===== src/design/icache_pkg.sv =====
`default_nettype none

package icache_pkg;

  // ====================
  // cache geometry
  // ====================
  // two ways only, the replacement state is one bit per set
  localparam int WAY_NUM    = 2;
  localparam int SET_NUM    = 16;
  localparam int LINE_WORDS = 4;

  // ====================
  // address fields
  // ====================
  localparam int ADDR_W = 32;
  localparam int OFS_W  = 4;
  localparam int IDX_W  = 4;
  localparam int TAG_W  = ADDR_W - IDX_W - OFS_W;
  // word select inside a line
  localparam int WSEL_W = OFS_W - 2;

  typedef logic [31:0] word_t;
  // word 0 sits in the low bits
  typedef word_t [LINE_WORDS-1:0] line_t;
  typedef logic [TAG_W-1:0] tag_t;
  typedef logic [IDX_W-1:0] idx_t;

endpackage

`default_nettype wire


===== src/design/icache_sdp_ram.sv =====
`default_nettype none

module icache_sdp_ram import icache_pkg::*; #(
  parameter type payload_t = logic
) (
  input  wire logic     clk,
  input  wire logic     we_i,
  input  wire idx_t     waddr_i,
  input  wire payload_t wdata_i,
  input  wire idx_t     raddr_i,
  output payload_t      rdata_o
);

  payload_t mem [SET_NUM];

  // write-first when both ports hit the same set
  always_ff @(posedge clk) begin
    if (we_i) begin
      mem[waddr_i] <= wdata_i;
    end
    if (we_i && (waddr_i == raddr_i)) begin
      rdata_o <= wdata_i;
    end else begin
      rdata_o <= mem[raddr_i];
    end
  end

endmodule

`default_nettype wire


===== src/design/icache_way.sv =====
`default_nettype none

module icache_way import icache_pkg::*; (
  input  wire logic  clk,
  input  wire logic  rst_n,
  input  wire idx_t  rd_idx_i,
  input  wire tag_t  cmp_tag_i,
  input  wire logic  we_i,
  input  wire idx_t  wr_idx_i,
  input  wire tag_t  wr_tag_i,
  input  wire line_t wr_line_i,
  input  wire logic  inv_we_i,
  input  wire idx_t  inv_idx_i,
  output logic       hit_o,
  output line_t      line_o
);

  logic [SET_NUM-1:0] valid_q;
  idx_t               rd_idx_q;
  tag_t               tag_rd;

  icache_sdp_ram #(.payload_t(tag_t)) u_tag_ram (
    .clk     (clk),
    .we_i    (we_i),
    .waddr_i (wr_idx_i),
    .wdata_i (wr_tag_i),
    .raddr_i (rd_idx_i),
    .rdata_o (tag_rd)
  );

  icache_sdp_ram #(.payload_t(line_t)) u_data_ram (
    .clk     (clk),
    .we_i    (we_i),
    .waddr_i (wr_idx_i),
    .wdata_i (wr_line_i),
    .raddr_i (rd_idx_i),
    .rdata_o (line_o)
  );

  // valid bits, invalidation wins over a fill of the same set
  always_ff @(posedge clk or negedge rst_n) begin
    if (!rst_n) begin
      valid_q  <= '0;
      rd_idx_q <= '0;
    end else begin
      rd_idx_q <= rd_idx_i;
      if (we_i) begin
        valid_q[wr_idx_i] <= 1'b1;
      end
      if (inv_we_i) begin
        valid_q[inv_idx_i] <= 1'b0;
      end
    end
  end

  // tag ram output lines up with the registered index
  assign hit_o = valid_q[rd_idx_q] && (tag_rd == cmp_tag_i);

endmodule

`default_nettype wire


===== src/design/icache_way_select.sv =====
`default_nettype none

module icache_way_select import icache_pkg::*; (
  input  wire logic                clk,
  input  wire logic                rst_n,
  input  wire logic [WAY_NUM-1:0]  hit_i,
  input  wire line_t [WAY_NUM-1:0] lines_i,
  input  wire idx_t                s1_idx_i,
  input  wire logic [WSEL_W-1:0]   word_sel_i,
  input  wire logic                touch_i,
  input  wire logic                fill_i,
  input  wire logic                fill_way_i,
  output logic                     hit_o,
  output word_t                    word_o,
  output logic                     victim_o
);

  logic [SET_NUM-1:0] repl_q;
  logic               hit_way;
  line_t              hit_line;

  // at most one way hits
  always_comb begin
    hit_way  = 1'b0;
    hit_line = '0;
    for (int w = 0; w < WAY_NUM; w++) begin
      if (hit_i[w]) begin
        hit_way  = 1'(w);
        hit_line = lines_i[w];
      end
    end
  end

  assign hit_o    = |hit_i;
  assign word_o   = hit_line[word_sel_i];
  assign victim_o = repl_q[s1_idx_i];

  // bit names the way that was not used last
  always_ff @(posedge clk or negedge rst_n) begin
    if (!rst_n) begin
      repl_q <= '0;
    end else if (fill_i) begin
      repl_q[s1_idx_i] <= ~fill_way_i;
    end else if (touch_i) begin
      repl_q[s1_idx_i] <= ~hit_way;
    end
  end

endmodule

`default_nettype wire


===== src/design/icache_refill.sv =====
`default_nettype none

module icache_refill import icache_pkg::*; (
  input  wire logic              clk,
  input  wire logic              rst_n,
  input  wire logic              start_i,
  input  wire logic [ADDR_W-1:0] line_addr_i,
  // read address channel
  output logic                   ar_valid_o,
  output logic [ADDR_W-1:0]      ar_addr_o,
  output logic [7:0]             ar_len_o,
  input  wire logic              ar_ready_i,
  // read data channel
  input  wire logic              r_valid_i,
  input  wire word_t             r_data_i,
  input  wire logic              r_last_i,
  output logic                   r_ready_o,
  // to the controller
  output logic                   done_o,
  output line_t                  line_o
);

  typedef enum logic [1:0] {
    RF_IDLE,
    RF_ADDR,
    RF_DATA
  } rf_state_e;

  rf_state_e         state_q;
  logic [WSEL_W-1:0] beat_q;
  logic [ADDR_W-1:0] addr_q;
  line_t             line_q;
  logic              beat_fire;

  assign beat_fire  = (state_q == RF_DATA) && r_valid_i;
  assign done_o     = beat_fire && r_last_i;
  assign ar_valid_o = (state_q == RF_ADDR);
  assign ar_addr_o  = addr_q;
  assign ar_len_o   = 8'(LINE_WORDS - 1);
  assign r_ready_o  = (state_q == RF_DATA);
  assign line_o     = line_q;

  // ====================
  // burst FSM
  // ====================
  always_ff @(posedge clk or negedge rst_n) begin
    if (!rst_n) begin
      state_q <= RF_IDLE;
      beat_q  <= '0;
    end else begin
      case (state_q)
        RF_IDLE: begin
          beat_q <= '0;
          if (start_i) begin
            state_q <= RF_ADDR;
          end
        end
        RF_ADDR: begin
          if (ar_ready_i) begin
            state_q <= RF_DATA;
          end
        end
        RF_DATA: begin
          if (beat_fire) begin
            beat_q <= beat_q + 1'b1;
          end
          if (done_o) begin
            state_q <= RF_IDLE;
          end
        end
        default: state_q <= RF_IDLE;
      endcase
    end
  end

  // line assembly, beat k lands in word k
  always_ff @(posedge clk) begin
    if (start_i && (state_q == RF_IDLE)) begin
      addr_q <= line_addr_i;
    end
    if (beat_fire) begin
      line_q[beat_q] <= r_data_i;
    end
  end

endmodule

`default_nettype wire


===== src/design/icache_ctrl.sv =====
`default_nettype none

module icache_ctrl import icache_pkg::*; (
  input  wire logic              clk,
  input  wire logic              rst_n,
  // fetch side
  input  wire logic              req_valid_i,
  input  wire logic [ADDR_W-1:0] req_addr_i,
  output logic                   req_ready_o,
  output logic                   resp_valid_o,
  output word_t                  resp_data_o,
  output logic [ADDR_W-1:0]      resp_addr_o,
  output logic                   resp_err_o,
  input  wire logic              resp_ready_i,
  // flush and invalidate
  input  wire logic              flush_i,
  input  wire logic              inv_valid_i,
  output logic                   inv_ready_o,
  // lookup result
  input  wire logic              hit_i,
  input  wire word_t             word_i,
  input  wire logic              victim_i,
  // way controls
  output idx_t                   rd_idx_o,
  output tag_t                   cmp_tag_o,
  output logic [WAY_NUM-1:0]     way_we_o,
  output idx_t                   wr_idx_o,
  output tag_t                   wr_tag_o,
  output line_t                  wr_line_o,
  output logic                   inv_we_o,
  // replacement update
  output idx_t                   s1_idx_o,
  output logic [WSEL_W-1:0]      word_sel_o,
  output logic                   touch_o,
  output logic                   fill_o,
  output logic                   fill_way_o,
  // refill engine
  output logic                   refill_start_o,
  output logic [ADDR_W-1:0]      refill_addr_o,
  input  wire logic              refill_done_i,
  input  wire line_t             refill_line_i
);

  logic              run_q;
  logic              s1_valid_q;
  logic              s1_owns_q;
  logic              s1_filled_q;
  logic              fill_q;
  logic              busy_q;
  logic              s1_err_q;
  logic [ADDR_W-1:0] s1_addr_q;
  logic              s1_ready;
  logic              req_fire;
  logic              resp_fire;
  logic              miss;

  // ====================
  // stage 0
  // ====================
  assign s1_ready    = !s1_valid_q || resp_fire;
  assign inv_ready_o = run_q && s1_ready;
  assign inv_we_o    = inv_valid_i && inv_ready_o;
  // invalidate first, and nothing enters while flushing
  assign req_ready_o = run_q && s1_ready && !inv_valid_i && !flush_i;
  assign req_fire    = req_valid_i && req_ready_o;
  // hold the lookup on stage 1 while it waits
  assign rd_idx_o    = req_fire ? req_addr_i[OFS_W +: IDX_W] : s1_addr_q[OFS_W +: IDX_W];

  // ====================
  // stage 1
  // ====================
  assign s1_idx_o   = s1_addr_q[OFS_W +: IDX_W];
  assign cmp_tag_o  = s1_addr_q[ADDR_W-1 -: TAG_W];
  assign word_sel_o = s1_addr_q[OFS_W-1:2];

  assign miss         = s1_valid_q && !s1_err_q && !s1_filled_q && !hit_i;
  assign resp_valid_o = s1_valid_q && (s1_err_q || s1_filled_q || hit_i);
  assign resp_fire    = resp_valid_o && resp_ready_i;
  assign resp_addr_o  = s1_addr_q;
  assign resp_err_o   = s1_valid_q && s1_err_q;
  assign resp_data_o  = s1_err_q    ? '0 :
                        s1_filled_q ? refill_line_i[word_sel_o] : word_i;

  // one burst at a time, an orphaned one drains first
  assign refill_start_o = miss && !s1_owns_q && !busy_q && !flush_i;
  assign refill_addr_o  = {s1_addr_q[ADDR_W-1:OFS_W], {OFS_W{1'b0}}};

  // victim write, one cycle after the last beat
  always_comb begin
    for (int w = 0; w < WAY_NUM; w++) begin
      way_we_o[w] = fill_q && (victim_i == 1'(w));
    end
  end
  assign wr_idx_o   = s1_idx_o;
  assign wr_tag_o   = cmp_tag_o;
  assign wr_line_o  = refill_line_i;
  assign fill_o     = fill_q;
  assign fill_way_o = victim_i;
  assign touch_o    = resp_fire && hit_i && !s1_err_q && !s1_filled_q;

  always_ff @(posedge clk or negedge rst_n) begin
    if (!rst_n) begin
      run_q       <= 1'b0;
      s1_valid_q  <= 1'b0;
      s1_owns_q   <= 1'b0;
      s1_filled_q <= 1'b0;
      fill_q      <= 1'b0;
      busy_q      <= 1'b0;
    end else begin
      run_q  <= 1'b1;
      fill_q <= refill_done_i && s1_owns_q && !flush_i;
      if (refill_start_o) begin
        busy_q <= 1'b1;
      end else if (refill_done_i) begin
        busy_q <= 1'b0;
      end
      if (flush_i) begin
        s1_valid_q  <= 1'b0;
        s1_owns_q   <= 1'b0;
        s1_filled_q <= 1'b0;
      end else if (s1_ready) begin
        s1_valid_q  <= req_fire;
        s1_owns_q   <= 1'b0;
        s1_filled_q <= 1'b0;
      end else if (refill_start_o) begin
        s1_owns_q <= 1'b1;
      end else if (refill_done_i && s1_owns_q) begin
        s1_owns_q   <= 1'b0;
        s1_filled_q <= 1'b1;
      end
    end
  end

  // request payload and misaligned flag
  always_ff @(posedge clk) begin
    if (req_fire) begin
      s1_addr_q <= req_addr_i;
      s1_err_q  <= (req_addr_i[1:0] != 2'b00);
    end
  end

endmodule

`default_nettype wire


===== src/design/icache_top.sv =====
`default_nettype none

module icache_top import icache_pkg::*; (
  input  wire logic              clk,
  input  wire logic              rst_n,
  // fetch
  input  wire logic              req_valid_i,
  input  wire logic [ADDR_W-1:0] req_addr_i,
  output logic                   req_ready_o,
  output logic                   resp_valid_o,
  output word_t                  resp_data_o,
  output logic [ADDR_W-1:0]      resp_addr_o,
  output logic                   resp_err_o,
  input  wire logic              resp_ready_i,
  // control
  input  wire logic              flush_i,
  input  wire logic              inv_valid_i,
  input  wire idx_t              inv_idx_i,
  output logic                   inv_ready_o,
  // AXI read
  output logic                   ar_valid_o,
  output logic [ADDR_W-1:0]      ar_addr_o,
  output logic [7:0]             ar_len_o,
  input  wire logic              ar_ready_i,
  input  wire logic              r_valid_i,
  input  wire word_t             r_data_i,
  input  wire logic              r_last_i,
  output logic                   r_ready_o
);

  idx_t                rd_idx;
  idx_t                wr_idx;
  idx_t                s1_idx;
  tag_t                cmp_tag;
  tag_t                wr_tag;
  line_t               wr_line;
  line_t               refill_line;
  line_t [WAY_NUM-1:0] way_line;
  logic [WAY_NUM-1:0]  way_hit;
  logic [WAY_NUM-1:0]  way_we;
  logic [WSEL_W-1:0]   word_sel;
  logic [ADDR_W-1:0]   refill_addr;
  word_t               sel_word;
  logic                sel_hit;
  logic                victim;
  logic                inv_we;
  logic                touch;
  logic                fill;
  logic                fill_way;
  logic                refill_start;
  logic                refill_done;

  icache_ctrl u_ctrl (
    .clk, .rst_n,
    .req_valid_i, .req_addr_i, .req_ready_o,
    .resp_valid_o, .resp_data_o, .resp_addr_o, .resp_err_o, .resp_ready_i,
    .flush_i, .inv_valid_i, .inv_ready_o,
    .hit_i          (sel_hit),
    .word_i         (sel_word),
    .victim_i       (victim),
    .rd_idx_o       (rd_idx),
    .cmp_tag_o      (cmp_tag),
    .way_we_o       (way_we),
    .wr_idx_o       (wr_idx),
    .wr_tag_o       (wr_tag),
    .wr_line_o      (wr_line),
    .inv_we_o       (inv_we),
    .s1_idx_o       (s1_idx),
    .word_sel_o     (word_sel),
    .touch_o        (touch),
    .fill_o         (fill),
    .fill_way_o     (fill_way),
    .refill_start_o (refill_start),
    .refill_addr_o  (refill_addr),
    .refill_done_i  (refill_done),
    .refill_line_i  (refill_line)
  );

  for (genvar w = 0; w < WAY_NUM; w++) begin : gen_way
    icache_way u_way (
      .clk, .rst_n,
      .rd_idx_i  (rd_idx),
      .cmp_tag_i (cmp_tag),
      .we_i      (way_we[w]),
      .wr_idx_i  (wr_idx),
      .wr_tag_i  (wr_tag),
      .wr_line_i (wr_line),
      .inv_we_i  (inv_we),
      .inv_idx_i (inv_idx_i),
      .hit_o     (way_hit[w]),
      .line_o    (way_line[w])
    );
  end

  icache_way_select u_way_select (
    .clk, .rst_n,
    .hit_i      (way_hit),
    .lines_i    (way_line),
    .s1_idx_i   (s1_idx),
    .word_sel_i (word_sel),
    .touch_i    (touch),
    .fill_i     (fill),
    .fill_way_i (fill_way),
    .hit_o      (sel_hit),
    .word_o     (sel_word),
    .victim_o   (victim)
  );

  icache_refill u_refill (
    .clk, .rst_n,
    .start_i     (refill_start),
    .line_addr_i (refill_addr),
    .ar_valid_o, .ar_addr_o, .ar_len_o, .ar_ready_i,
    .r_valid_i, .r_data_i, .r_last_i, .r_ready_o,
    .done_o      (refill_done),
    .line_o      (refill_line)
  );

endmodule

`default_nettype wire


===== config.mk =====
export PLATFORM = sky130hd
export DESIGN_NAME = icache_top
export DESIGN_NICKNAME = d
export VERILOG_FILES = /design/src/design/icache_pkg.sv /design/src/design/icache_sdp_ram.sv /design/src/design/icache_way.sv /design/src/design/icache_way_select.sv /design/src/design/icache_refill.sv /design/src/design/icache_ctrl.sv /design/src/design/icache_top.sv
export SDC_FILE = /design/constraint.sdc
export NUM_CORES = 2
export LEC_CHECK = 0
export BUFFER_PORTS_ARGS = -buffer_cell sky130_fd_sc_hd__buf_2
export CAP_MARGIN = 20
export CELL_PAD_IN_SITES_DETAIL_PLACEMENT = 1
export CELL_PAD_IN_SITES_GLOBAL_PLACEMENT = 2
export CORE_ASPECT_RATIO = 0.75
export CORE_MARGIN = 4
export CORE_UTILIZATION = 35
export DETAILED_ROUTE_END_ITERATION = 8
export GPL_TIMING_DRIVEN = 0
export PLACE_DENSITY_LB_ADDON = 0.1
export SYNTH_ARGS = -nofsm -noshare
export SYNTH_HDL_FRONTEND = slang
export SYNTH_MEMORY_MAX_BITS = 65536
export SYNTH_SLANG_ARGS = --single-unit

===== constraint.sdc =====
create_clock -name clk -period 8.8 [get_ports clk]
set_input_delay 1.76 -clock clk [delete_from_list [all_inputs] [get_ports clk]]
set_output_delay 1.76 -clock clk [all_outputs]
set_load 0.1 [all_outputs]

Word level (Yosys, flattened, before mapping)
Memories as Yosys holds them, arrays and structs flattened. A register that Yosys moved wholly into a read port is not among the register bits.
Index checks and enable logic that the tools add are counted.
- bits in registers: 251
- bits in writable memories: 4864
- output and inout bits: 110
- memories: 4
- memories (name ; words ; bits a word ; read ports ; clocked after Yosys merged registers in ; wr ports ; line ; text):
    gen_way[0].u_way.u_data_ram.mem ; 16 ; 128 ; 1 ; 1 ; 1 ; icache_sdp_ram.sv:14 ; payload_t mem [SET_NUM];
    gen_way[1].u_way.u_data_ram.mem ; 16 ; 128 ; 1 ; 1 ; 1 ; icache_sdp_ram.sv:14 ;
    gen_way[0].u_way.u_tag_ram.mem ; 16 ; 24 ; 1 ; 1 ; 1 ; icache_sdp_ram.sv:14 ;
    gen_way[1].u_way.u_tag_ram.mem ; 16 ; 24 ; 1 ; 1 ; 1 ; icache_sdp_ram.sv:14 ;
- add/sub/neg operators: 1
- $lt $le $gt $ge: 8
- equal/unequal tests: 9
- muxes and demuxes: 53
- bitwise operators: 7
- reduce and logical (&&, ||, !) cells: 52
- operators by type and width (operator ; number):
    128-bit two-way mux ; 2
    32-bit two-way mux ; 5
    32-bit binary-select mux with 2-bit select ; 2
    128-bit bitwise mux ; 1
    16-bit two-way mux ; 6
    32-bit demux with 2-bit select ; 1
    24-bit == test ; 2
    16-bit bitwise AND ; 2
    16-bit bitwise mux ; 2
    16-bit OR ; 2
    1-bit logical AND ; 29
    1-bit two-way mux ; 22
    16-bit NOT ; 1
    4-bit by 5-bit less-than comparator with 1-bit output, second input constant ; 3
    1-bit binary-select mux with 4-bit select ; 3
    2-bit nonzero test ; 5
    1-bit demux with 4-bit select ; 2
    4-bit by 1-bit greater-or-equal comparator with 1-bit output, second input constant ; 2
    1-bit logical NOT ; 8
    2-bit two-way mux ; 4
    2-bit by 1-bit inequality test with 1-bit output, second input constant ; 4
    2-bit by 3-bit less-than comparator with 1-bit output, second input constant ; 2
    2-bit case mux with 3 select lines ; 1
    4-bit two-way mux ; 1
    other kinds (14) ; 18

Longest topological paths before layout
- word-level depth: 14
- depth in mapped cells: 18
- depth with buffers taken out: 10

Hierarchy
From an unflattened synthesis, not the netlist that was laid out.
- cells, all modules: 8724
- area, all modules: 197471.9 sq um
- by module, submodules not included (module ; times used ; cells each ; area an instance (sq um) ; sequential area each (sq um)):
    icache_sdp_ram (gen_way[1].u_way.u_data_ram) ; 1 ; 3233 ; 76962.6 ; 61579.1
    icache_sdp_ram (gen_way[0].u_way.u_data_ram) ; 1 ; 3241 ; 76848.7 ; 61579.1
    icache_sdp_ram (gen_way[0].u_way.u_tag_ram ...) ; 2 ; 616 ; 14530.2 ; 11611.1
    icache_refill ; 1 ; 204 ; 5200.0 ; 4904.7
    icache_ctrl ; 1 ; 371 ; 4106.4 ; 1141.1
    icache_way_select ; 1 ; 224 ; 2927.8 ; 400.4
    icache_way (gen_way[0].u_way) ; 1 ; 110 ; 1188.6 ; 500.5
    icache_way (gen_way[1].u_way) ; 1 ; 109 ; 1177.4 ; 500.5

Worst setup path before layout
No wires, ideal clock.
- path kind: register to register
- start point: register u_ctrl.s1_addr_q[4] (netlist: u_ctrl.resp_addr_o[4])
- end point: register gen_way[0].u_way.valid_q[10]
- arrival time: 9.954 ns
- setup slack: -1.243 ns
- cell stages (with the launch flop): 9
- buffers on the path: 3
- clock period less this slack: 10.043 ns
- cells stage by stage: edfxtp_1 > buf_4 > mux4_2 > mux4_2 > nand2b_1 > clkbuf_1 > clkbuf_1 > nor2_1 > o32a_1
- word-level cells in the longest chain between the ends: 8
- elaborated cells on any way between the ends: 13
- classes of those cells: 2 x order compare; 6 x mux; 3 x bitwise; 2 x reduce/logical
- ends and longest elaborated chain (what ; line ; text):
    from (decl) ; icache_ctrl.sv:51 ; logic [ADDR_W-1:0] s1_addr_q;
    from (signal assigned) ; icache_ctrl.sv:137 ; s1_addr_q <= req_addr_i;
    4-bit by 5-bit less-than comparator with 1-bit output (implied by the code) or 4-bit by 1-bit greater-or-equal comparator with 1-bit output (tied branches) ; icache_way.sv:48 ; valid_q[wr_idx_i] <= 1'b1;
    1-bit logical AND (implied by the code) ; icache_way.sv:48 ;
    1-bit two-way mux (implied by the code) ; icache_way.sv:48 ;
    1-bit demux with 4-bit select ; - ;
    16-bit OR (no line) ; - ;
    16-bit two-way mux * ; icache_way.sv:47 ; if (we_i) begin
    16-bit bitwise AND (no line) ; - ;
    16-bit two-way mux * ; icache_way.sv:50 ; if (inv_we_i) begin
    to (signal assigned) ; icache_way.sv:43 ; valid_q <= '0;
    to (signal, indexed assignment) ; icache_way.sv:48 ;
    to (signal, indexed assignment) ; icache_way.sv:51 ; valid_q[inv_idx_i] <= 1'b0;
    to (decl) ; icache_way.sv:18 ; logic [SET_NUM-1:0] valid_q;
Mark *: on every way between the ends. The rest lies on a longest branch, timed or not. The select of a mux whose other input is x is not followed.
A chain may end at the register's enable or synchronous reset.

==> impl_metrics.yaml <==
min_path:
  hp-class: "reg2reg"
  holdPathEnd: "u_refill.ar_addr_o[7]"
  holdPathStages: 0
  holdCritStartpoint: "u_ctrl.resp_addr_o[7]"
logic_synthesis:
  synth_cells: 8163
  synth_top_cell_by_area: "edfxtp_1"
  synth_common_cells: "edfxtp_1 (5053), mux4_2 (1445), nand2_1 (227), mux2i_1 (209), clkbuf_1 (185)"
  mappedNetlistArea_mm2: 0.196
  synth_top_area_share: 0.774
  synth_area_leaders: "edfxtp_1 (77%), mux4_2 (17%), mux2i_1 (1.1%)"
  synth_enable_flop_cells: 5053
  avgSynthCellArea_um2: 24.0
  synth_ff_type: "edfxtp_1"
  synth_seq_area_share: 0.782
  yosysMostFrequentCell: "edfxtp_1"
  yosysWarningCount: 0
  ys_types: 71
  async_flop_share: 0.0121
  ys_seq_elements: 5119
placement:
  hpwl_um: 479000
  numPortBuffers: 173
  placed_cells: 16252
  preCtsSetupSlack_ns: -1.64
  place.gp.congestion: 0.754
die:
  boundaryPins: 187
  core_area_mm2: 0.557
  fp-row-count: 237
  die_w_um: 872
  initial_utilization: 0.352
  dieArea_mm2: 0.573
  die_y_um: 656
worst_setup_path:
  cp_top_family: "buffers and inverters"
  r2r_cells: 22
  ff2ff_setup_slack_ns: 2.56
  critical-path-slowest-cell: "o31ai_1"
  crit_path_cell_trace: "buf_4, buf_2, buf_2, buf_4, buf_4, nor2_1, nand4_1, o2111ai_1, nand4_1, buf_4, a211o_1, nor2_2, buf_16, clkbuf_2, o31ai_1, a21oi_2, a31oi_1, buf_4"
  critPathMaxFanout: 10
  cp.buffers_inverters: 9
  regToRegEndpoint: "u_refill.ar_addr_o[17]"
  critPathKind: "reg2out"
  worstPathArrival_ns: 7.00
  critPathLaunchType: "flip-flop"
  cpPeakStageDelay_ns: 0.67
  critPathRequiredTime_ns: 7.04
  endpoint_kind: "output pin"
  cp_common_cell: "buf_4"
sta:
  finalWorstSetupSlack_ns: 0.0394
  slew_viol_final: 0
  fin_crit_sh: 0.996
  min_period_ns: 8.76
  max_clock_freq_mhz: 114
  report.final.hold_viol_count: 0
  rsz0062_at_grt: "true"
  setup_viol_count_final: 0
  fin_tns_setup_ns: 0
  fin_skew_ns: 0.0584
  relSlewSlack: 0.198
  tightest_slew_ns: 1.20
drt:
  vias: 98998
  drt_iter0_markers: 13326
  drt_wl_total_um: 687000
  drc: 0
  wl_per_cell_um: 39.6
  antenna_left: 0
  first_pass_iters: 6
  via_per_inst: 5.72
clock_tree:
  clock_latency_ns: 1.09
  cts_made_buffers: 545
  clk_path_buf_depth: 4
  cts_sinks: 5119
  cts_tree: "done"
  clockRootBuffer: "clkbuf_16"
  cts_max_level: 6
  clk_pin_slew_ns: 0.06
global_routing:
  grt_pass1_vias: 100983
  antenna_found_initial: 40
  grt.total_usage: 0.236
  grt_max_degree: 63
  grt_pass1_wl_um: 917000
  grt_overflow_total: 0
power:
  leakagePower_nw: 75.1
  p_per_area_mw_per_mm2: 214
  total_power_mw: 50.8
  peakVddDrop_uv: 184
run_status:
  run_status: "complete, no violations"
cells_and_area:
  multi_input_area_mm2: 0.0413
  drive_gt1_frac: 0.348
  finalNonFillerCells: 17322
  final_util: 0.426
  seqCellArea_mm2: 0.153
  syn_to_final_growth_pct: 20.9
  nFillCells: 50587
  nets: 9570
job:
  maxCapViolCount: 0
==> where the power goes <==
part	leakage (nW)	internal [mW]	switching, mW	total, mW
Combinational	20.6	0.635	0.995	1.63
Clock	8.28	12.7	9.73	22.4
Sequential	46.2	26.6	0.0950	26.7
Total	75.1	39.9	10.8	50.8
==> flip-flops by register name, summed over array words and instances, names as in the netlist, 2 cells and up, named ones only <==
| register | flops |
|---|---|
| gen_way.u_way.u_data_ram.mem | 4096 |
| gen_way.u_way.rd_idx_q | 4 |
| u_ctrl.resp_addr_o | 32 |
| gen_way.u_way.valid_q | 32 |
| u_refill.beat_q | 2 |
| u_refill.ar_addr_o | 28 |
| u_way_select.repl_q | 16 |
| u_refill.line_o | 128 |
| u_refill.state_q | 2 |
| gen_way.u_way.u_tag_ram.mem | 768 |
==> cell type report <==
class                      instances  share of cell area
antenna                           10            0.000105
buffer                           453              0.0124
clock buffer                     680              0.0606
clock inverter                   281              0.0111
inverter                          25            0.000396
multi-input combinational       2575               0.174
sequential                      5119               0.646
tap                             7409              0.0391
timing repair buffer             770              0.0559
==> worst max-delay path by stage <==
stage                     depth (start not counted)                           end             startpoint  slack (ns)
after global placement                            8  gen_way[0].u_way.valid_q[10]  u_ctrl.resp_addr_o[4]      -15.22
after floorplan                                   8  gen_way[0].u_way.valid_q[10]  u_ctrl.resp_addr_o[4]       -1.24
after detailed placement                         20               resp_data_o[30]              flip-flop       -1.64
final                                            18                resp_data_o[0]              flip-flop        0.04
after CTS                                        19               resp_data_o[30]              flip-flop       0.007
after global routing                             18                resp_data_o[0]              flip-flop       -0.02
==> layout by cell type (no fill, tap or decap), drive strengths merged, types with 16 or more instances in the layout <==
cell and count:
edfxtp 5053, mux4 1460, buf 1022, clkbuf 867, nand2 227, mux2i 209, clkinv 202, a21oi 98
dfrtp 62, nor2 60, inv 56, xnor2 43, o21ai 41, bufinv 37, o31ai 32, o32a 32
a31oi 32, mux2 24, a22oi 23, nand3 23, nor2b 19, xor2 19, nand4 18, o21bai 18
nor4 17, a221oi 16
==> worst reg2reg max path: stages, from the launching register on <==
cell and delay [ns]:
dfxtp_1 0.32, buf_4 0.27, buf_4 0.32, buf_6 0.27, buf_6 0.26, buf_4 0.32, mux4_2 0.36, mux2i_4 0.29
mux2i_1 0.22, xnor2_2 0.38, nand4_1 0.45, nor4_4 0.65, nand4_4 0.16, buf_12 0.20, nand3_4 0.20, nor4_2 0.08
buf_4 0.18, buf_6 0.16, buf_4 0.18, buf_4 0.19, buf_4 0.19, buf_4 0.19, buf_4 0.17
==> per-stage QoR <==
step                cell area [um2]  hold slack (ns)
floorplan                    196000            0.443
global placement             206000            0.462
detailed placement           217000            0.462
CTS                          235000            0.472
global route                 237000            0.495
finish                       237000            0.480
==> cell families (layout without fill, tap and decap cells) <==
family	after synthesis	after routing	share of synthesized area
flops	5119	5119	0.782
compound gates	359	359	0.0126
buf+inv	480	2209	0.0119
xor+xnor	62	62	0.00277
simple gates	444	444	0.0106
fa+ha+maj	4	4	0.000255
mux	1693	1693	0.180
other cells	2	23	0.0000383
==> layer usage <==
metal | vias to the layer above | track usage | part of all wire | wire length [um]
li1 | 37965 | - | - | -
met1 | 56135 | 0.372 | 0.47 | 321000
met2 | 4145 | 0.343 | 0.43 | 298000
met3 | 753 | 0.0427 | 0.077 | 53100
met4 | 0 | 0.0464 | 0.021 | 14700
met5 | - | 0 | 0 | 0
==> timing repair <==
action / in CTS / in global routing
endpoints found under the setup margin: 35 / 34
hold buffers: 0 / 0
pin swaps: 8 / 4
gates resized for setup: 463 / 20
buffers inserted: 8 / 2
Note: power is estimated with default switching activity, not from simulation.
